**config.mk**
```make
export PLATFORM = sky130hd
export DESIGN_NAME = hackPc
export DESIGN_NICKNAME = d
export VERILOG_FILES = /design/src/hackMemMapPkg.sv /design/src/hackPc.sv
export SDC_FILE = /design/constraint.sdc
export NUM_CORES = 1
export LEC_CHECK = 0
export BUFFER_PORTS_ARGS = -buffer_cell sky130_fd_sc_hd__buf_2
export CORE_UTILIZATION = 38
export DETAILED_ROUTE_END_ITERATION = 10
export PLACE_DENSITY = 0.68
export SLEW_MARGIN = 20
export SYNTH_ARGS = -nofsm -noshare
export SYNTH_HDL_FRONTEND = slang
export SYNTH_SLANG_ARGS = --single-unit
```
**constraint.sdc**
```tcl
create_clock -name clk -period 1.5 [get_ports clk]
set_input_delay 0.15 -clock clk [delete_from_list [all_inputs] [get_ports clk]]
set_output_delay 0.15 -clock clk [all_outputs]
set_load 0.05 [all_outputs]
```
**src/hackMemMapPkg.sv**
```systemverilog
// Memory-map localparams: address widths, RAM and screen sizes, screen and keyboard addresses
`default_nettype none

package hackMemMapPkg;

    // Address widths
    localparam int addrW   = 15; // Data address from A
    localparam int pcW     = 15; // Instruction address
    localparam int ramW    = 14; // 16K data RAM
    localparam int screenW = 13; // 8K screen words

    // Region bases
    localparam int screenBase = 16384; // 0x4000, bit 14 set
    localparam int kbdAddr    = 24576; // 0x6000, bits 14 and 13 set

endpackage

`default_nettype wire

```
**src/hackPc.sv**
```systemverilog
// Program counter with asynchronous clear, jump load and wrapping increment
`timescale 1ns/1ps
`default_nettype none

module hackPc (
    input  wire                            clk,
    input  wire                            rstN,
    input  wire                            pcLoad, // Jump taken
    input  wire [hackMemMapPkg::pcW-1:0]   target, // Low bits of A
    output logic [hackMemMapPkg::pcW-1:0]  pc
);

    always_ff @(posedge clk or negedge rstN) begin
        if (!rstN) begin
            pc <= '0; // Fetch starts at ROM word 0
        end else if (pcLoad) begin
            pc <= target;
        end else begin
            pc <= pc + 1'b1; // Wraps at 32K
        end
    end

endmodule

`default_nettype wire

```
==> results_dict.tcl <==
set metrics [dict create \
    setup.worst_path.start_class "register" \
    die_x_um 47.9 \
    largest_register "pc" \
    clockBufferDepth 2 \
    status "finished clean" \
    first_iter_violations 8 \
    timing.rr.end "pc[14]" \
    relSlewSlack 0.769 \
    worst_hold_path_type "in -> reg" \
    grt_first_pass_wirelength_mm 2.50 \
    cts_tree "built" \
    report.final.slew_viol_count 0 \
    nets 138 \
    die_h_um 47.9 \
    critical_path_class "reg -> reg" \
    yosysTopAreaCell "dfrtp_1" \
    intPower_uw 668 \
    critPathLaunch "pc[0]" \
    reg2reg_from "pc[0]" \
    rows 16 \
    drive_gt1_frac 0.500 \
    reg.largest.list "pc x15" \
    drc 0 \
    post-route-min-period_ns 1.36 \
    grt_setup_unrepaired "false" \
    path_clk_slew_ns 0.10 \
    required_ns 1.67 \
    seq_power_share 0.473 \
    routed-via-count 693 \
    insertion_delay_ns 0.28 \
    grt_max_degree 20 \
    synth_warnings 0 \
    dp_hpwl_mm 1.29 \
    p_sw_uw 463 \
    clkSinkCount 15 \
    ant_nets 0 \
    syn_avg_cell_area_um2 9.63 \
    synth_area_um2 800 \
    hold_depth 3 \
    yosysSeqAreaShare 0.469 \
    hold_viol_final 0 \
    die-area_um2 2290 \
    largest_reg_flops 15 \
    post-route-period-util 0.907 \
    first_pass_iters 4 \
    ios 33 \
    leakagePower_nw 0.450 \
    holdBufCountCts 1 \
    wl_per_cell_um 11.6 \
    viasPerCell 4.78 \
    ys_ff_latch 15 \
    place_congestion 0.727 \
    comb_power_share 0.318 \
    syn2layout_area_growth_pct 35.4 \
    antenna_found_initial 0 \
    io_buffers 32 \
    power.density_nw_per_um2 1050 \
    rrSetupSlack_ns 0.14 \
    cts_resized 0 \
    synthCells 83 \
    n_antenna_cell 0 \
    core_um2 1960 \
    cts_buffers 3 \
    crit_path_end "pc[14]" \
    maxCapViolCount 0 \
    synth_cell_types 18 \
    swShare 0.409 \
    fmax_ghz 0.735 \
    vdd_drop_max_mv 0.646 \
    post_cts_buffers 0 \
    netlist.area_leader.share 0.469 \
    tns_ns 0 \
    htree_num_levels 1 \
    synthTopCellsByArea "dfrtp_1 (47%), xnor2_1 (12%), nand2_1 (7.5%)" \
    grt_use_total 0.164 \
    postRouteWirelength_mm 1.69 \
    cp_max_fo 6 \
    initial_core_util 0.408 \
    crit_path_end_kind "register" \
    finClkSkew_ns 0.00658 \
    first_global_vias 581 \
    grt_overflow 0 \
    r2r_cells 5 \
    setup_viol 0 \
    worst_slew_pin_slew_ns 0.347 \
    utilization 0.552 \
    clkPwrFrac 0.209 \
    syn_nets 102 \
    cts-root-buf "clkbuf_4" \
    arrival_ns 1.53 \
]
[worst min-delay path by stage]
stage	from	endpoint	slack [ns]
5_1_grt	target[2]	pc[2]	0.06
6_report	target[2]	pc[2]	0.06
3_5_place_dp	rstN	pc[6]	0.08
3_3_place_gp	rstN	pc[14]	0.07
4_1_cts	target[2]	pc[2]	0.06
2_1_floorplan	rstN	pc[0]	-0.15
[placed cells by master (no fill, tap or decap), types with 2 or more instances in the layout]
cell type	netlist	layout
mux2_2	2	2
xnor2_1	11	11
xor2_1	2	2
nand2_1	16	16
nand3_1	3	3
nor3_1	4	4
clkbuf_4	0	3
o21ai_0	10	10
inv_1	2	2
nor2_1	4	4
buf_2	0	32
o21ai_1	3	3
nand4_1	2	2
dfrtp_2	0	14
nand4_4	1	2
[metrics by stage]
stage	setup slack (ns)	std cells	power [mW]	instance area, um2	hold WS, ns
after global routing	0.0486	145	1.20	1080	0.0643
after CTS	0.125	145	1.14	1080	0.0592
final	0.139	145	1.13	1080	0.0606
after floorplan	-0.00148	83	0.801	855	-0.146
after global placement	0.190	140	0.900	1040	0.0748
after detailed placement	0.149	140	0.906	1040	0.0782
[layer usage]
metal / wire [um] / share of wire / GRT usage
met2: 799 / 0.47 / 0.262
met3: 94 / 0.056 / 0.0340
met4: 23 / 0.014 / 0.0833
met5: 0 / 0 / 0
met1: 768 / 0.46 / 0.210
[critical path, cell delays in order, from the launching register on]
cell	delay [ns]
dfrtp_2	0.45
ha_4	0.17
nand3_4	0.12
nor4_4	0.16
xor2_1	0.09
mux2_2	0.26
[logic make-up after synthesis]
family	Yosys count	synth area share
buffers and inverters	5	0.0235
adders and majority gates	1	0.0156
xor gates and xnor gates	13	0.142
and+or+nand+nor	34	0.239
AOI/OAI and AO/OA	13	0.0814
DFF	15	0.469
muxes	2	0.0282
[power groups by stage]
| stage | Sequential (mW) | Clock, mW | Combinational [mW] |
|---|---|---|---|
| after CTS | 0.536 | 0.241 | 0.365 |
| after global routing | 0.544 | 0.266 | 0.389 |
| after floorplan | 0.694 | 0 | 0.107 |
| after global placement | 0.539 | 0 | 0.361 |
| final | 0.535 | 0.236 | 0.360 |
| after detailed placement | 0.545 | 0 | 0.362 |
[synthesized netlist by cell type]
cell type  count
xor2_1         2
nand4_4        1
nand2_1       16
mux2_2         2
nand4_1        2
o21ai_0       10
ha_1           1
clkbuf_1       3
nor3_1         4
nand4_2        1
o21ai_1        3
dfrtp_1       15
nor4_2         2
nand3_1        3
nand3_2        1
inv_1          2
nor2_1         4
xnor2_1       11
[layout make-up]
type	instances	area [um2]
Inverter	2	7.51
Clock inverter	1	5.00
Sequential cell	15	393
Multi-Input combinational cell	63	443
Fill cell	192	880
Timing Repair Buffer	34	178
Clock buffer	3	22.5
Tap cell	27	33.8
Note: power is estimated with default switching activity, not from simulation.
