$ cat src/hackIsaPkg.sv
// Instruction-format localparams: word width, field bit positions, ALU control bits
`default_nettype none

package hackIsaPkg;

    // Word size shared by data and instructions
    localparam int wordW = 16;

    // Instruction type
    localparam int cBit = 15; // Set on C-instructions
    localparam int aBit = 12; // Operand is M instead of A

    // Comp field, six ALU controls
    localparam int compHi = 11; // zx sits here
    localparam int compLo = 6;  // no sits here
    localparam int compW  = compHi - compLo + 1;

    // Control bit order inside the comp field
    localparam int ctlZx = 5; // Zero x
    localparam int ctlNx = 4; // Negate x
    localparam int ctlZy = 3; // Zero y
    localparam int ctlNy = 2; // Negate y
    localparam int ctlF  = 1; // Add when set, and when clear
    localparam int ctlNo = 0; // Negate result

    // Destination bits
    localparam int destA = 5;
    localparam int destD = 4;
    localparam int destM = 3;

    // Jump bits, compared against the ALU result sign
    localparam int jmpLt = 2;
    localparam int jmpEq = 1;
    localparam int jmpGt = 0;

endpackage

`default_nettype wire
$ cat src/hackAlu.sv
// Hack ALU with zx nx zy ny f no controls and zero and negative flags
`timescale 1ns/1ps
`default_nettype none

module hackAlu (
    input  wire [hackIsaPkg::wordW-1:0]  x,      // D register
    input  wire [hackIsaPkg::wordW-1:0]  y,      // A or M
    input  wire [hackIsaPkg::compW-1:0]  aluCtl, // Comp field bits
    output logic [hackIsaPkg::wordW-1:0] aluOut,
    output logic                         zr,
    output logic                         ng
);

    logic [hackIsaPkg::wordW-1:0] xz; // x after zero
    logic [hackIsaPkg::wordW-1:0] xn; // x after negate
    logic [hackIsaPkg::wordW-1:0] yz;
    logic [hackIsaPkg::wordW-1:0] yn;
    logic [hackIsaPkg::wordW-1:0] fOut; // Sum or bitwise and

    always_comb begin
        xz = aluCtl[hackIsaPkg::ctlZx] ? '0 : x;
        xn = aluCtl[hackIsaPkg::ctlNx] ? ~xz : xz;
        yz = aluCtl[hackIsaPkg::ctlZy] ? '0 : y;
        yn = aluCtl[hackIsaPkg::ctlNy] ? ~yz : yz;
        // 16-bit add wraps, carry dropped
        fOut = aluCtl[hackIsaPkg::ctlF] ? (xn + yn) : (xn & yn);
        aluOut = aluCtl[hackIsaPkg::ctlNo] ? ~fOut : fOut;
    end

    assign zr = (aluOut == '0);
    assign ng = aluOut[hackIsaPkg::wordW-1]; // Two's complement sign

endmodule

`default_nettype wire

$ cat config.mk
export PLATFORM = sky130hd
export DESIGN_NAME = hackAlu
export DESIGN_NICKNAME = d
export VERILOG_FILES = /design/src/hackIsaPkg.sv /design/src/hackAlu.sv
export SDC_FILE = /design/constraint.sdc
export NUM_CORES = 1
export LEC_CHECK = 0
export BUFFER_PORTS_ARGS = -buffer_cell sky130_fd_sc_hd__buf_2
export CAP_MARGIN = 20
export CORE_UTILIZATION = 45
export DETAILED_ROUTE_END_ITERATION = 8
export GPL_TIMING_DRIVEN = 0
export PLACE_DENSITY_LB_ADDON = 0.12
export SYNTH_ARGS = -nofsm -noshare
export SYNTH_HDL_FRONTEND = slang
export SYNTH_SLANG_ARGS = --single-unit
export TNS_END_PERCENT = 50
$ cat constraint.sdc
create_clock -name vclk -period 4.9
set_input_delay 0.245 -clock vclk [all_inputs]
set_output_delay 0.245 -clock vclk [all_outputs]
set_load 0.02 [all_outputs]
==> run metrics <==
Setup crit start kind input pin; Logic pwr share 1.000; Post-Synth Adder-Cell Area 0.120; DRT Pass-1 Iters 4; max-slew violation count 0; combinational family with the most area after synthesis simple AND/OR/NAND/NOR gates; post-place setup slack 0.663 ns; DR WL/cell 12.0 um; crit path DAT 3.96 ns; final setup fails 0; Fillers 372; min Tclk post-route 4.20 ns; die area 4330 sq um; starting DRC count in detailed routing 56; post-synth top area share 0.249; Seq cells 0; via count 1826; Starting Density 0.486; first-pass GRT wire length 7.01 mm; status complete, no violations; RSZ-0062 raised after global routing false; Switching Power 0.275 mW; Sequential Power Share 0; Layout Cell Area excl Fill 2160 sq um; MaxCap Viol Count 0; Routed Antenna Nets 0; hold path depth 3; # resized after CTS 0; switch share 0.567; GPL Wtd Cong 0.881; share of post-route cells with drive strength above 1 0.234; Worst Path Required 4.66 ns; IO Pins 56; fin util 0.572; initial antenna violation count 0; HPWL Detailed 3.60 mm; dpl cells 347; width of the die 65.8 um; crit path max fanout 10; clock group share of total power 0; Slew @ Worst Pin 0.721 ns; DRT Wirelength 4.15 mm; Synth Warn # 0; Tcrit/Tclk final 0.858; port bufs 53; # Post-CTS Setup Buffers 0; Rows 22; Die Height 65.8 um; fin worst setup slack 0.698 ns; final cell count without fillers 347; Syn Inst Count 246; Critical Path End Type primary output; Post-Synthesis Net Count 301; Post-Route Setup TNS 0 ns; Syn Area/Cell 7.45 sq um; VDD IR max 0.0790 mV; largest net degree at the start of global routing 11; cell taking the most area after synthesis xnor2_1; sequential share of the synthesized area 0; synth top area cells xnor2_1 (25%), nand2b_1 (12%), ha_1 (11%), mux2i_1 (4.4%), a21oi_1 (2.5%); Hold Violations, Final 0; gr ovfl total 0; WS Path Type input pin to primary output; compound-cell area share of the yosys netlist 0.233; xor-xnor portion of the synthesized cell area 0.249; core area 3770 sq um; Seq. cell area 0 sq um; Max Fclk 0.238 GHz; post-synthesis simple-gate area fraction 0.284; Hold Crit Class input pin to primary output; Post-Syn Area 1830 sq um; area grow syn2layout 17.8%; Pint 0.210 mW; total track usage 0.198; DRC Markers 0; clock buf count 0; Via-to-Cell Ratio 5.26; Final nets 356; Synth cell types 49; multiplexer share of the synthesized area 0.0574; number of global-route vias before repair 1629; Hold Buf Count CTS 0; placement-stage cell area 2160 sq um; Pwr Density 225 nW/um^2; P_leak 0.904 nW; ANT cells 0; slew margin rel. 0.519
[routing by layer]
| layer | share of wire | up-vias | track usage |
|---|---|---|---|
| li1 | - | 977 | - |
| met1 | 0.54 | 798 | 0.285 |
| met2 | 0.43 | 51 | 0.341 |
| met3 | 0.035 | 0 | 0.00172 |
| met4 | 0 | 0 | 0.00815 |
| met5 | 0 | - | 0 |
[synthesized netlist by cell type, drive strengths merged, types with 3 or more instances]
cell,instances
nor2,9
a211oi,6
a31oi,6
buf,8
and2,5
clkbuf,6
o21ai,7
mux2i,9
nand3,6
nor4,3
nand2,10
ha,16
nand4,3
o2bb2ai,3
nor2b,3
xnor2,52
inv,9
nand2b,36
a21oi,9
and3,4
a21o,6
o211ai,6
[logic make-up (layout without fill, tap and decap cells)]
group                      count (synthesis)  count (layout)
AOI/OAI and AO/OA                         55              55
adders and majority gates                 17              17
muxes                                     10              10
buffers and inverters                     23              76
xor gates and xnor gates                  52              52
and+or+nand+nor                           89              89
[path summary, 6_finish.rpt]
| check | slack, ns | end | from |
|---|---|---|---|
| hold / removal | 0.91 | aluOut[10] | aluCtl[0] |
| setup / recovery | 0.70 | zr | aluCtl[2] |
[power by group through the flow]
stage	clock network, mW	logic [mW]	registers [mW]
6_report	0	0.485	0
3_5_place_dp	0	0.483	0
3_3_place_gp	0	0.478	0
4_1_cts	0	0.484	0
5_1_grt	0	0.534	0
2_1_floorplan	0	0.374	0
[layout make-up]
type,instances,area (sq um),area share
multi-input cells,223,1730,0.801
well taps,48,60.1,0.0278
repair buffers,53,265,0.123
plain buffers,14,70.1,0.0325
inverters,9,33.8,0.0157
[critical path, cell delays in order]
cell      delay [ns]
clkbuf_1        0.32
buf_1           0.60
xnor2_1         0.25
fa_1            0.49
a21o_1          0.24
a211oi_2        0.21
a311o_2         0.28
mux2i_1         0.23
a211oi_2        0.06
xnor2_1         0.15
or4_1           0.54
nor4_2          0.14
buf_2           0.20
[cell usage in the layout, fill, tap and decap left out, types with 6 or more instances in the layout]
cell      count
nand3_1       6
mux2i_1       8
a21o_1        6
nand2b_1     36
nand2_1      10
xnor2_1      52
buf_2        55
ha_1         16
o211ai_1      6
nor2_1        9
a21oi_1       9
inv_1         8
o21ai_0       7
clkbuf_1      6
[stage by stage]
| stage | hold slack (ns) | total power [mW] |
|---|---|---|
| global placement | 0.900 | 0.478 |
| floorplan | 0.798 | 0.374 |
| CTS | 0.906 | 0.484 |
| detailed placement | 0.905 | 0.483 |
| finish | 0.907 | 0.485 |
| global route | 0.938 | 0.534 |
(Power assumes the default switching activity.)
