$ cat src/hackIsaPkg.sv
// Instruction-format localparams: word width, field bit positions, ALU control bits
`default_nettype none

package hackIsaPkg;

    // Word size shared by data and instructions
    localparam int wordW = 16;

    // Instruction type
    localparam int cBit = 15; // Set on C-instructions
    localparam int aBit = 12; // Operand is M instead of A

    // Comp field, six ALU controls
    localparam int compHi = 11; // zx sits here
    localparam int compLo = 6;  // no sits here
    localparam int compW  = compHi - compLo + 1;

    // Control bit order inside the comp field
    localparam int ctlZx = 5; // Zero x
    localparam int ctlNx = 4; // Negate x
    localparam int ctlZy = 3; // Zero y
    localparam int ctlNy = 2; // Negate y
    localparam int ctlF  = 1; // Add when set, and when clear
    localparam int ctlNo = 0; // Negate result

    // Destination bits
    localparam int destA = 5;
    localparam int destD = 4;
    localparam int destM = 3;

    // Jump bits, compared against the ALU result sign
    localparam int jmpLt = 2;
    localparam int jmpEq = 1;
    localparam int jmpGt = 0;

endpackage

`default_nettype wire
$ cat src/hackControl.sv
// Hack instruction decoder: register loads, operand select, ALU controls, memory write, jump
`timescale 1ns/1ps
`default_nettype none

module hackControl (
    input  wire [hackIsaPkg::wordW-1:0] instr, // Current instruction
    input  wire                         zr,    // ALU result is zero
    input  wire                         ng,    // ALU result is negative
    output logic                        aLoad,
    output logic                        dLoad,
    output logic                        aFromAlu, // A takes aluOut, not instr
    output logic                        useM,     // y is inM
    output logic [hackIsaPkg::compW-1:0] aluCtl,  // zx nx zy ny f no
    output logic                        writeM,
    output logic                        pcLoad
);

    logic isC;       // C-instruction flag
    logic gt;        // Result strictly positive
    logic jumpTaken; // Jump condition met

    assign isC = instr[hackIsaPkg::cBit];

    // Destinations only count on C-instructions
    assign aFromAlu = isC & instr[hackIsaPkg::destA];
    assign aLoad    = ~isC | aFromAlu; // @value, or A in dest
    assign dLoad    = isC & instr[hackIsaPkg::destD];
    assign writeM   = isC & instr[hackIsaPkg::destM];
    assign useM     = isC & instr[hackIsaPkg::aBit];

    // A-instruction bits would look like random ALU controls
    assign aluCtl = isC ? instr[hackIsaPkg::compHi:hackIsaPkg::compLo] : '0;

    // Jump logic on the ALU flags
    assign gt = ~(ng | zr);
    assign jumpTaken = (instr[hackIsaPkg::jmpLt] & ng) |
                       (instr[hackIsaPkg::jmpEq] & zr) |
                       (instr[hackIsaPkg::jmpGt] & gt);
    assign pcLoad = isC & jumpTaken; // Never jump on @value

endmodule

`default_nettype wire

$ cat config.mk
export PLATFORM = sky130hd
export DESIGN_NAME = hackControl
export DESIGN_NICKNAME = d
export VERILOG_FILES = /design/src/hackIsaPkg.sv /design/src/hackControl.sv
export SDC_FILE = /design/constraint.sdc
export NUM_CORES = 1
export LEC_CHECK = 0
export BUFFER_PORTS_ARGS = -buffer_cell sky130_fd_sc_hd__buf_2
export CORE_AREA = 5 5 42 44
export DETAILED_ROUTE_END_ITERATION = 12
export DIE_AREA = 0 0 47 49
export SYNTH_ARGS = -nofsm -noshare
export SYNTH_HDL_FRONTEND = slang
export SYNTH_SLANG_ARGS = --single-unit
$ cat constraint.sdc
create_clock -name vclk -period 0.8
set_clock_uncertainty 0.2 [all_clocks]
set_input_delay 0.08 -clock vclk [all_inputs]
set_output_delay 0.08 -clock vclk [all_outputs]
set_load 0.01 [all_outputs]
==> flow_metrics.py <==
metrics = {
    "synthesis": {
        "synth_top_family_by_area": "simple AND/OR/NAND/NOR gates",
        "syn_inst": 15,
        "synth.distinct_cells": 6,
        "synth_simple_gate_area_share_pct": 80.5,
        "synth_xor_area_share_pct": 0,
        "yosysTopAreaCellShare_pct": 64.9,
        "synth_area_leaders": "and2_1, or3b_1, a21boi_1, a22oi_1, nand2b_1",
        "synth_compound_area_share_pct": 15.6,
        "synth.area.mux_share_pct": 0,
        "yosysWarnings": 0,
        "syn-num-nets": 33,
        "synth.avg_cell_area_um2": 6.42,
        "syn_area_um2": 96.3,
        "seq_area_frac_synth_pct": 0,
        "synth.largest_area_cell": "and2_1",
        "yosys.area_share.adder_pct": 0,
    },
    "worst_setup_path": {
        "slowest_delay_ns": 0.39,
        "critPathCapture": "pcLoad",
        "crit_family": "simple AND/OR/NAND/NOR gates",
        "path_buf_inv": 2,
        "required_ns": 0.52,
        "crit_start": "zr",
        "path_class": "primary input to primary output",
        "cp-end-kind": "primary output",
        "crit_chain": "buf_6, or3b_4, a21boi_2, buf_2",
        "crit_arrival_ns": 0.81,
        "crit_cells": 4,
        "critPathLaunchType": "primary input",
        "crit_slowest_cell": "or3b_4",
        "cp_max_fo": 2,
    },
    "power_and_ir_drop": {
        "power_density_mw_per_mm2": 487,
        "clkPwrFrac_pct": 0,
        "ir_drop_v": 0.0000581,
        "power.switching_uw": 55.9,
        "seqPwrFrac_pct": 0,
        "swShare_pct": 41.3,
        "power_leakage_uw": 0.000166,
        "total_power_uw": 135,
        "combPwrFrac_pct": 100.0,
        "p_int_uw": 79.5,
    },
    "sta": {
        "setup_viol": 1,
        "fmaxAchievable_mhz": 921,
        "min_period_ns": 1.09,
        "setup_ws_ns": -0.286,
        "rsz0062_at_grt": "yes",
        "tightest_slew_ns": 0.233,
        "slew_headroom_pct": 84.5,
        "tns_ns": -0.286,
        "fin_crit_sh_pct": 136,
        "finalHoldViolCount": 0,
        "maxSlewViolCount": 0,
    },
    "routing": {
        "ant_nets": 0,
        "wl_per_cell_um": 10.6,
        "drtPass1Iterations": 2,
        "wl_um": 628,
        "vias_per_cell": 3.90,
        "vias": 230,
        "drt_iter0_drc": 1,
        "drc": 0,
    },
    "status": {
        "violations": "setup timing",
        "status": "complete, but fails checks",
    },
    "floorplanning": {
        "die_h_um": 49,
        "core-area_mm2": 0.00140,
        "ios": 30,
        "fp.dieW_um": 47,
        "die-area_mm2": 0.00230,
        "initial_core_util_pct": 6.87,
        "rows": 14,
    },
    "final_layout": {
        "seq_cell_count": 0,
        "fin_nets": 63,
        "diodes": 0,
        "syn_to_final_growth_pct": 188,
        "fill_cells": 158,
        "instances_no_fill": 59,
        "final_common_cell": "buf_2",
        "regArea_um2": 0,
        "finalInstanceArea_um2": 278,
        "drive_above_1_share_pct": 74.4,
        "final_cell_mix": "buf_2, and2_1, buf_4",
        "clkbuf_count": 0,
    },
    "global_routing": {
        "grt_antenna_before_repair": 0,
        "grt_usage_pct": 4.35,
        "grt_pass1_wl_um": 793,
        "grt_max_degree": 13,
        "grt_pass1_vias": 229,
        "grt.overflow.total": 0,
    },
    "placed_design": {
        "portBuffers": 28,
        "place_area_um2": 256,
        "place_congestion": 0.445,
        "dp_cells": 58,
        "pre_cts_slack_ns": -0.311,
        "hpwl_um": 553,
    },
    "hold_path": {
        "hold_path.class": "primary input to primary output",
        "hold_start": "instr[5]",
    },
    "flow_run": {
        "maxCapViolations": 0,
    },
}
stage by stage:
stage | util (%) | hold slack, ns
5_1_grt | 19.8 | 0.249
4_1_cts | 19.6 | 0.243
3_5_place_dp | 18.3 | 0.242
2_1_floorplan | - | 0.0344
6_report | 19.8 | 0.239
3_3_place_gp | 18.3 | 0.236
repair_timing:
action	CTS	global route
hold buffers	0	0
endpoints found under the setup margin	3	2
endpoints found under the hold margin	0	0
gates resized for setup	3	1
buffers inserted	1	0
pin swaps	2	1
layer usage:
metal	vias up	part of all wire [%]	routed length (um)	track usage [%]
met2	28	45	282	11.5
met5	-	0	0	0
met3	0	35	220	1.48
met1	97	20	125	1.52
li1	105	-	-	-
met4	0	0	0	0
power groups by stage:
stage          Combinational, uW  Clock [uW]  Sequential (uW)
2_1_floorplan               52.1           0                0
5_1_grt                      148           0                0
6_report                     135           0                0
3_3_place_gp                 122           0                0
3_5_place_dp                 123           0                0
4_1_cts                      134           0                0
layout make-up:
type	instances	area [um^2]	area share, %
Timing Repair Buffer	29	156	56.3
Multi-Input combinational cell	14	101	36.5
Tap cell	16	20.0	7.21
cell families (layout without fill, tap and decap cells):
family / Yosys count / in the layout
and+or+nand+nor: 12 / 12
AOI/OAI and AO/OA: 2 / 2
buffers and inverters: 1 / 29
worst min-delay path by stage:
stage          cells after the start  slack (ns)     to
6_report                           3        0.24  aLoad
4_1_cts                            3        0.24  aLoad
5_1_grt                            3        0.25  aLoad
3_5_place_dp                       3        0.24  aLoad
3_3_place_gp                       3        0.24  aLoad
2_1_floorplan                      1        0.03  aLoad
cell usage after synthesis:
master and n:
and2_1 10, a22oi_1 1, or3b_1 1, a21boi_1 1, nand2b_1 1, clkbuf_1 1
No activity file was read; power rests on OpenSTA's default activity.
