### src/hackIsaPkg.sv
// Instruction-format localparams: word width, field bit positions, ALU control bits
`default_nettype none

package hackIsaPkg;

    // Word size shared by data and instructions
    localparam int wordW = 16;

    // Instruction type
    localparam int cBit = 15; // Set on C-instructions
    localparam int aBit = 12; // Operand is M instead of A

    // Comp field, six ALU controls
    localparam int compHi = 11; // zx sits here
    localparam int compLo = 6;  // no sits here
    localparam int compW  = compHi - compLo + 1;

    // Control bit order inside the comp field
    localparam int ctlZx = 5; // Zero x
    localparam int ctlNx = 4; // Negate x
    localparam int ctlZy = 3; // Zero y
    localparam int ctlNy = 2; // Negate y
    localparam int ctlF  = 1; // Add when set, and when clear
    localparam int ctlNo = 0; // Negate result

    // Destination bits
    localparam int destA = 5;
    localparam int destD = 4;
    localparam int destM = 3;

    // Jump bits, compared against the ALU result sign
    localparam int jmpLt = 2;
    localparam int jmpEq = 1;
    localparam int jmpGt = 0;

endpackage

`default_nettype wire
### src/hackRegisters.sv
// A and D registers with the A input mux and the ALU y operand mux
`timescale 1ns/1ps
`default_nettype none

module hackRegisters (
    input  wire                          clk,
    input  wire                          rstN,
    input  wire [hackIsaPkg::wordW-1:0]  instr,  // Constant for @value
    input  wire [hackIsaPkg::wordW-1:0]  aluOut,
    input  wire [hackIsaPkg::wordW-1:0]  inM,    // Memory read at A
    input  wire                          aLoad,
    input  wire                          dLoad,
    input  wire                          aFromAlu,
    input  wire                          useM,
    output logic [hackIsaPkg::wordW-1:0] aVal,
    output logic [hackIsaPkg::wordW-1:0] dVal,
    output logic [hackIsaPkg::wordW-1:0] y      // Second ALU operand
);

    logic [hackIsaPkg::wordW-1:0] aIn; // Next A value

    assign aIn = aFromAlu ? aluOut : instr; // C dest A, else @value

    // Address register
    always_ff @(posedge clk or negedge rstN) begin
        if (!rstN) begin
            aVal <= '0;
        end else if (aLoad) begin
            aVal <= aIn;
        end
    end

    // Data register, only ever loaded from the ALU
    always_ff @(posedge clk or negedge rstN) begin
        if (!rstN) begin
            dVal <= '0;
        end else if (dLoad) begin
            dVal <= aluOut;
        end
    end

    assign y = useM ? inM : aVal; // The a bit picks M

endmodule

`default_nettype wire

### config.mk
export PLATFORM = sky130hd
export DESIGN_NAME = hackRegisters
export DESIGN_NICKNAME = d
export VERILOG_FILES = /design/src/hackIsaPkg.sv /design/src/hackRegisters.sv
export SDC_FILE = /design/constraint.sdc
export NUM_CORES = 1
export LEC_CHECK = 0
export ABC_AREA = 1
export BUFFER_PORTS_ARGS = -buffer_cell sky130_fd_sc_hd__clkbuf_2
export CAP_MARGIN = 20
export CORE_MARGIN = 4
export CORE_UTILIZATION = 44
export DETAILED_ROUTE_END_ITERATION = 6
export PLACE_DENSITY = 0.8
export SYNTH_ARGS = -nofsm -noshare
export SYNTH_HDL_FRONTEND = slang
export SYNTH_SLANG_ARGS = --single-unit
### constraint.sdc
create_clock -name clk -period 0.8 [get_ports clk]
set_input_delay 0.16 -clock clk [delete_from_list [all_inputs] [get_ports clk]]
set_output_delay 0.16 -clock clk [all_outputs]
set_load 0.02 [all_outputs]
==> results of run 1 <==
## synth_stat cells
cell type	number	area, um^2
a21oi_1	16	80.1
buf_4	6	45.0
dfrtp_1	32	801
nand3_1	6	30.0
nand2_2	10	62.6
buf_8	1	15.0
o21ai_0	16	80.1
inv_6	1	8.76
nand2_1	70	263
buf_6	1	11.3
inv_1	48	180
clkbuf_2	1	5.00
buf_2	3	15.0
nand3_2	10	100
nor2_1	16	60.1
inv_4	1	6.26
## registers in the layout, summed over array words and instances (netlist names)
register  flops
aVal         16
dVal         16
## how the worst max path moves through the flow
stage                         from     to  slack (ps)  depth (start not counted)
after floorplan            aVal[0]   y[0]         -30                          2
after global placement        useM   y[7]        -190                          5
after detailed placement      useM   y[4]        -220                          5
after CTS                  aVal[0]   y[0]        -340                          3
after global routing      aVal[12]  y[12]        -410                          3
final                     aVal[12]  y[12]        -380                          3
## final cells by class
| class | count | area share |
|---|---|---|
| timing repair buffer | 134 | 0.384 |
| sequential | 32 | 0.243 |
| tap | 48 | 0.0178 |
| clock buffer | 8 | 0.0266 |
| multi-input combinational | 144 | 0.272 |
| inverter | 50 | 0.0577 |
## metrics by stage
step	util	TNS [ps]	worst slack (ps)	hold slack [ps]	cell area [um^2]
floorplan	-	-484	-30.2	-136	1970
global placement	0.708	-3670	-190	129	2670
detailed placement	0.708	-4330	-220	131	2670
CTS	0.813	-12680	-340	110	3070
global route	0.897	-14640	-414	123	3380
finish	0.897	-13250	-382	116	3380
## kinds of logic after synthesis
logic type / share of synthesized area
AND/OR/NAND/NOR: 0.292
buffers and inverters: 0.163
flip-flops: 0.454
AO/OA/AOI/OAI: 0.0908
## cell usage in the layout (no fill, tap or decap), drive strengths merged
master	count
a21oi	16
inv	50
buf	80
o21ai	16
nand2	80
nand3	16
nor2	16
clkbuf	61
dfrtp	32
dlygate4sd3	1
## layer usage
layer  global-route usage  part of all wire  vias up  wire length [um]
li1                     -                 -      966                 -
met1                0.254              0.38      932              2510
met2                0.427              0.55       72              3660
met3               0.0379             0.053       12               356
met4               0.0626             0.018        0               123
met5                    0                 0        -                 0
## where the power goes
part           switching (uW)  internal [uW]  total, uW
clock                     556            701       1260
sequential                165           1800       1960
combinational            1100           1150       2240
## critical path, delay by kind of cell (launching register included)
| kind | cells | cell delay, ps |
|---|---|---|
| AO/OA/AOI/OAI | 1 | 130 |
| buffers and inverters | 2 | 190 |
| flip-flops | 1 | 410 |
## what timing repair did
item                       CTS  global route
setup endpoints to repair   48            57
resized for setup           84           114
setup buffers                1            11
hold endpoints to repair    32             0
hold buffers                 1             0
pin swaps                    1             4
==> impl_results.md, run 1 <==
- Gpl congestion: 0.752
- # rows: 22
- Ports: 102
- Nets: 421
- CP startpoint kind: flip-flop
- Hold Path Cell Cnt: 3
- Vias in the first global route: 1874
- Die extent in x: 71.3 um
- Max-Cap Viols: 0
- Longest Clk Path Bufs: 2
- CTS Buf Count: 5
- Antenna diodes: 0
- Worst EP arrival: 1020 ps
- Critical path, cell by cell: inv_2, o21ai_4, buf_8
- Final WS setup: -382 ps
- Cells after Synth: 238
- Largest net degree at the start of global routing: 33
- CTS tree: yes
- Register area share after synthesis: 0.454
- Post-DP HPWL: 3.82 mm
- R2r setup slk: -120 ps
- Peak VDD IR: 1.25 mV
- Die H: 71.3 um
- Outcome: complete, but fails checks
- Hold Path End: dVal[14]
- Crit path largest cell delay: 410 ps
- Global route overflow: 0
- DRC viols: 0
- R2R cell count: 4
- Routed WL: 6.66 mm
- Power Total: 5460 uW
- Worst Setup End Kind: primary output
- Critical path peak fanout: 3
- Critical path type: reg2out
- Failing checks: setup timing
- Multi-input gate area: 918 um^2
- Layout cells sized above 1: 0.614
- CTS clk-pin slew, worst paths: 70 ps
- Placed Cells: 396
- Hold path startpoint: aluOut[14]
- Drt pass-1 iters: 4
- Hold crit path type: in2reg
- Area Growth Syn to Fin: 91.8%
- RSZ-0062 raised after global routing: true
- CTS root buf: clkbuf_8
- Post-Syn Nets: 292
- Reg area: 821 um^2
- Worst Path Required: 640 ps
- Drt initial violations: 69
- Fillcell total: 174
- Leakage: 0.00179 uW
- Clk sink count: 32
- R2R Path End: aVal[10]
- Clk_lat worst skew: 280 ps
- Initial cell density of the core: 0.467
- Worst r2r src: aVal[10]
- Layout Cells excl Fill: 416
- Initial antenna violation count: 0
- Worst-margin pin slew: 241 ps
- Power Density: 1610 mW/mm^2
- Via count: 1982
- Synth unique cells: 16
- Crit share post-route: 1.48
- Final hold violations: 0
- Critical-path top delay cell: dfrtp_2
- Tot GR Track Use: 0.224
- H-tree depth: 2
- Die area: 0.00508 mm^2
- Routed wire length per instance: 16.0 um
- #FFs+latches synth: 32
- Worst Skew: 0 ps
- Setup-failing EPs final: 54
- Synth warnings: 0
- Core Area: 0.00377 mm^2
- Max-slew violations: 0
- Rel. slew slack: 0.839
- Port bufs: 101
- Post-route ant nets: 0
- Fmax: 846 MHz
- Via/cell ratio: 4.76
- First-pass GRT wire length: 8.93 mm
- Avg Cell Area, Syn: 7.41 um^2
- Final min period: 1180 ps
- Post-synth design cell area: 0.00176 mm^2
No activity file was read; power rests on OpenSTA's default activity.
==> inputs of run 2 (changes only) <==
- CELL_PAD_IN_SITES_DETAIL_PLACEMENT: unset -> 1
- CELL_PAD_IN_SITES_GLOBAL_PLACEMENT: unset -> 1
- CORE_UTILIZATION: 44 -> 29
- PLACE_DENSITY: 0.8 -> unset
- PLACE_DENSITY_LB_ADDON: unset -> 0.1
==> impl_results.md, run 2 (synthesized netlist as in run 1, its figures left out) <==
- Worst Setup End Kind: primary output (unchanged)
- Final hold violations: 0 (unchanged)
- Die area: 0.00739 mm^2 (was 0.00508 mm^2)
- Power Density: 1590 mW/mm^2 (was 1610 mW/mm^2)
- Initial antenna violation count: 0 (unchanged)
- Layout cells sized above 1: 0.586 (was 0.614)
- DRC viols: 0 (unchanged)
- Commonest cells after routing, fill and taps aside: 64 x nand2_1, 53 x clkbuf_2, 33 x buf_6 (was 57 x nand2_1, 53 x clkbuf_2, 37 x buf_6)
- H-tree depth: 2 (unchanged)
- Hold Path End: dVal[7] (was dVal[14])
- Drt pass-1 iters: 4 (unchanged)
- Commonest non-fill, non-tap cell in the layout: nand2_1 (unchanged)
- Largest net degree at the start of global routing: 33 (unchanged)
- R2R Path End: aVal[15] (was aVal[10])
- Hold crit path type: in2reg (unchanged)
- Post-DP HPWL: 4.17 mm (was 3.82 mm)
- Final min period: 1140 ps (was 1180 ps)
- Flop pwr share: 0.368 (was 0.359)
- Die H: 86.0 um (was 71.3 um)
- Failing checks: setup timing (unchanged)
- Initial cell density of the core: 0.298 (was 0.467)
- # rows: 28 (was 22)
- Via count: 1894 (was 1982)
- Global route overflow: 0 (unchanged)
- Crit share post-route: 1.42 (was 1.48)
- Max-Cap Viols: 0 (unchanged)
- Critical path type: reg2out (unchanged)
- CTS Buf Count: 5 (unchanged)
- Clk sink count: 32 (unchanged)
- Outcome: complete, but fails checks (unchanged)
- Hold path startpoint: aluOut[7] (was aluOut[14])
- Port bufs: 101 (unchanged)
- Post-route ant nets: 0 (unchanged)
- Fmax: 881 MHz (was 846 MHz)
- R2r setup slk: -90 ps (was -120 ps)
- Ports: 102 (unchanged)
- CTS tree: yes (unchanged)
- Via/cell ratio: 4.29 (was 4.76)
- Worst Skew: 0 ps (unchanged)
- Critical path peak fanout: 3 (unchanged)
- Setup-failing EPs final: 53 (was 54)
- Die extent in x: 86.0 um (was 71.3 um)
- CTS clk-pin slew, worst paths: 60 ps (was 70 ps)
- Routed wire length per instance: 13.6 um (was 16.0 um)
- Worst-margin pin slew: 231 ps (was 241 ps)
- Worst r2r src: aVal[15] (was aVal[10])
- Power share of the combinational group: 0.398 (was 0.411)
- Leakage: 0.00176 uW (was 0.00179 uW)
- Rel. slew slack: 0.846 (was 0.839)
- Largest regs: aVal (16), dVal (16) (unchanged)
- Post-place setup slack: -251 ps (was -220 ps)
- Nets: 420 (was 421)
- Drt initial violations: 35 (was 69)
- Area Growth Syn to Fin: 88.6% (was 91.8%)
- Post-layout util: 0.561 (was 0.897)
- Longest Clk Path Bufs: 2 (unchanged)
- CTS root buf: clkbuf_8 (unchanged)
- Core Area: 0.00592 mm^2 (was 0.00377 mm^2)
- Psw: 1700 uW (was 1820 uW)
- Clock group share of total power: 0.234 (was 0.230)
- Internal power: 3600 uW (was 3640 uW)
- Worst EP arrival: 980 ps (was 1020 ps)
- Peak VDD IR: 0.933 mV (was 1.25 mV)
- R2R cell count: 4 (unchanged)
- Clk_lat worst skew: 270 ps (was 280 ps)
- RSZ-0062 raised after global routing: true (unchanged)
- Antenna diodes: 0 (unchanged)
- Final WS setup: -335 ps (was -382 ps)
- CP startpoint kind: flip-flop (unchanged)
- First-pass GRT wire length: 9.14 mm (was 8.93 mm)
- Gpl congestion: 0.720 (was 0.752)
- Routed WL: 6.00 mm (was 6.66 mm)
- Worst Path Required: 640 ps (about the same)
- Hold Path Cell Cnt: 3 (unchanged)
- Max-slew violations: 0 (unchanged)
- Tot GR Track Use: 0.157 (was 0.224)
- Sw Share: 0.320 (was 0.333)
- Vias in the first global route: 1952 (was 1874)
run 2: worst max path at each step:
| stage | start | end | slack, ps |
|---|---|---|---|
| 3_5_place_dp | useM | y[2] | -250 |
| 5_1_grt | aVal[4] | y[4] | -390 |
| 6_report | aVal[4] | y[4] | -340 |
| 2_1_floorplan | aVal[0] | y[0] | -30 |
| 3_3_place_gp | useM | y[2] | -220 |
| 4_1_cts | aVal[12] | y[12] | -340 |
run 2: layout make-up:
class | count | area [um^2]
Fill cell | 702 | 2600
Timing Repair Buffer | 133 | 1250
Multi-Input combinational cell | 144 | 873
Sequential cell | 32 | 821
Inverter | 50 | 195
Tap cell | 75 | 93.8
Clock buffer | 8 | 90.1
run 2: per-layer routing:
layer / track usage / part of all wire / vias up
li1: - / - / 956
met1: 0.205 / 0.43 / 869
met2: 0.250 / 0.50 / 65
met3: 0.0471 / 0.065 / 4
met4: 0.0475 / 0.0073 / 0
met5: 0 / 0 / -
run 2: critical path: stages, from the launching register on:
cell,delay [ps]
dfrtp_2,400
inv_2,50
o21ai_4,130
buf_8,120
run 2: per-stage QoR:
step	setup TNS, ps	area (um^2)	cells	hold slack [ps]	total power [uW]
2_1_floorplan	-484	1970	238	-136	2800
3_3_place_gp	-4540	2690	424	138	3430
3_5_place_dp	-4950	2690	424	137	3460
4_1_cts	-13130	3120	437	105	5100
5_1_grt	-14650	3320	442	122	5630
6_report	-12250	3320	442	118	5290
run 2: what timing repair did:
| item | 4_1_cts | 5_1_grt |
|---|---|---|
| gates resized for setup | 89 | 92 |
| hold endpoints to repair | 32 | 0 |
| pin swaps | 3 | 4 |
| hold buffers | 1 | 0 |
| buffers inserted | 4 | 7 |
| setup endpoints to repair | 48 | 53 |
run 2: power by group through the flow:
stage / registers [uW] / clock network, uW / logic (uW)
after floorplan: 2120 / 0 / 684
after global placement: 1910 / 0 / 1510
after detailed placement: 1920 / 0 / 1540
after CTS: 1920 / 1310 / 1870
after global routing: 1970 / 1400 / 2270
final: 1950 / 1240 / 2110
==> inputs of run 3 (changes only) <==
- PLACE_DENSITY: unset -> 0.77
- PLACE_DENSITY_LB_ADDON: 0.1 -> unset
- SLEW_MARGIN: unset -> 20
==> impl_results.md, run 3 (synthesized netlist as in run 1, its figures left out) <==
- Die extent in x: 86.0 um (unchanged)
- Critical-path top delay cell: dfrtp_2 (unchanged)
- Nets: 424 (was 420)
- CTS clk-pin slew, worst paths: 60 ps (about the same)
- CTS tree: yes (unchanged)
- Outcome: complete, but fails checks (unchanged)
- Reg area: 821 um^2 (unchanged)
- Crit share post-route: 1.41 (was 1.42)
- DR top layer: met4 (unchanged)
- CTS Buf Count: 5 (unchanged)
- Multi-input gate area: 913 um^2 (was 873 um^2)
- CTS root buf: clkbuf_8 (unchanged)
- Power Density: 1590 mW/mm^2 (about the same)
- Crit path largest cell delay: 380 ps (was 400 ps)
- Final hold violations: 0 (unchanged)
- Drt initial violations: 66 (was 35)
- Failing checks: setup timing (unchanged)
- Clk_lat worst skew: 260 ps (was 270 ps)
- Drt pass-1 iters: 4 (unchanged)
- Clk sink count: 32 (unchanged)
- Ports: 102 (unchanged)
- Setup-failing EPs final: 53 (unchanged)
- First-pass GRT wire length: 10.2 mm (was 9.14 mm)
- Critical path, cell by cell: inv_2, o21ai_4, buf_8 (unchanged)
- Layout cells sized above 1: 0.617 (was 0.586)
- # rows: 28 (unchanged)
- Post-place setup slack: -217 ps (was -251 ps)
- Routed WL: 6.83 mm (was 6.00 mm)
- Global route overflow: 0 (unchanged)
- Worst Path Required: 640 ps (about the same)
- Die H: 86.0 um (unchanged)
- DR WL met2: 3.89 mm (was 3.01 mm)
- Met1 wire length: 2.64 mm (was 2.56 mm)
- R2r setup slk: -90 ps (about the same)
- Longest Clk Path Bufs: 2 (unchanged)
- Placed Cells: 423 (was 424)
- Worst Setup End Kind: primary output (unchanged)
- Worst-margin pin slew: 245 ps (was 231 ps)
- Fillcell total: 698 (was 702)
- Area Growth Syn to Fin: 94.5% (was 88.6%)
- Final min period: 1130 ps (was 1140 ps)
- R2R cell count: 4 (unchanged)
- DRC viols: 0 (unchanged)
- Die area: 0.00739 mm^2 (unchanged)
- Post-DP HPWL: 4.59 mm (was 4.17 mm)
- CP startpoint kind: flip-flop (unchanged)
- Hold Path Cell Cnt: 3 (unchanged)
- Final WS setup: -328 ps (was -335 ps)
- Largest net degree at the start of global routing: 33 (unchanged)
- Layout Cells excl Fill: 446 (was 442)
- RSZ-0062 raised after global routing: true (unchanged)
- Initial antenna violation count: 0 (unchanged)
- Max-slew violations: 0 (unchanged)
- Via/cell ratio: 4.42 (was 4.29)
- Met3 WL: 239 um (was 389 um)
- Worst Skew: 0 ps (unchanged)
- Peak VDD IR: 0.922 mV (was 0.933 mV)
- Worst EP arrival: 970 ps (was 980 ps)
- Commonest cells after routing, fill and taps aside: 58 x nand2_1, 53 x clkbuf_2, 35 x buf_6 (was 64 x nand2_1, 53 x clkbuf_2, 33 x buf_6)
- Leakage: 0.00179 uW (was 0.00176 uW)
- Tot GR Track Use: 0.172 (was 0.157)
- Largest regs: aVal (16), dVal (16) (unchanged)
- Setup TNS: -12460 ps (was -12250 ps)
- Rel. slew slack: 0.837 (was 0.846)
- Critical path peak fanout: 2 (was 3)
- Via count: 1973 (was 1894)
- Post-route ant nets: 0 (unchanged)
- Port bufs: 101 (unchanged)
- Hold Slack: 131 ps (was 118 ps)
- H-tree depth: 2 (unchanged)
- Antenna diodes: 0 (unchanged)
- Fmax: 886 MHz (was 881 MHz)
- Critical path type: reg2out (unchanged)
- Post-layout util: 0.579 (was 0.561)
- Hold crit path type: in2reg (unchanged)
- Initial cell density of the core: 0.298 (unchanged)
- Max-Cap Viols: 0 (unchanged)
- Routed wire length per instance: 15.3 um (was 13.6 um)
- Vias in the first global route: 2111 (was 1952)
- Core Area: 0.00592 mm^2 (unchanged)
- Gpl congestion: 0.743 (was 0.720)
- Commonest non-fill, non-tap cell in the layout: nand2_1 (unchanged)
## run 3: stage by stage
step	total power (uW)	instance area, um^2
2_1_floorplan	2800	1970
3_3_place_gp	3430	2690
3_5_place_dp	3470	2690
4_1_cts	5080	3130
5_1_grt	5750	3430
6_report	5440	3430
## run 3: final timing paths
kind,from,end
max in group asynchronous,rstN,aVal[15]
min in group asynchronous,rstN,aVal[5]
worst max register to register,aVal[10],aVal[10]
worst min-delay path,aluOut[0],dVal[0]
worst max-delay path,aVal[9],y[9]
worst min register to register,dVal[6],dVal[6]
## run 3: layout make-up
cell class	instances	share of cell area
Inverter	50	0.0569
Tap cell	75	0.0274
Sequential cell	32	0.239
Multi-Input combinational cell	144	0.266
Timing Repair Buffer	137	0.384
Clock buffer	8	0.0263
## run 3: what timing repair did
item	in CTS	in global routing
gates resized for setup	88	110
hold buffers	1	0
setup buffers	4	13
hold endpoints to repair	32	0
endpoints found under the setup margin	48	62
pin swaps	1	10
## run 3: report_power, final
| part | internal (uW) | switching [uW] | total, uW | leakage, uW |
|---|---|---|---|---|
| clock network | 701 | 535 | 1240 | 0.0000455 |
| logic | 1170 | 1100 | 2270 | 0.00140 |
| registers | 1790 | 140 | 1930 | 0.000353 |
## run 3: critical path: cells and delay by family, from the launching register on
| kind | cells | cell delay, ps |
|---|---|---|
| flip-flops | 1 | 380 |
| AO/OA/AOI/OAI | 1 | 140 |
| buffers and inverters | 2 | 190 |
## run 3: metal layers
metal	vias to the layer above	global-route usage
li1	966	-
met3	4	0.0327
met2	51	0.319
met1	952	0.204
met5	-	0
met4	0	0.0374
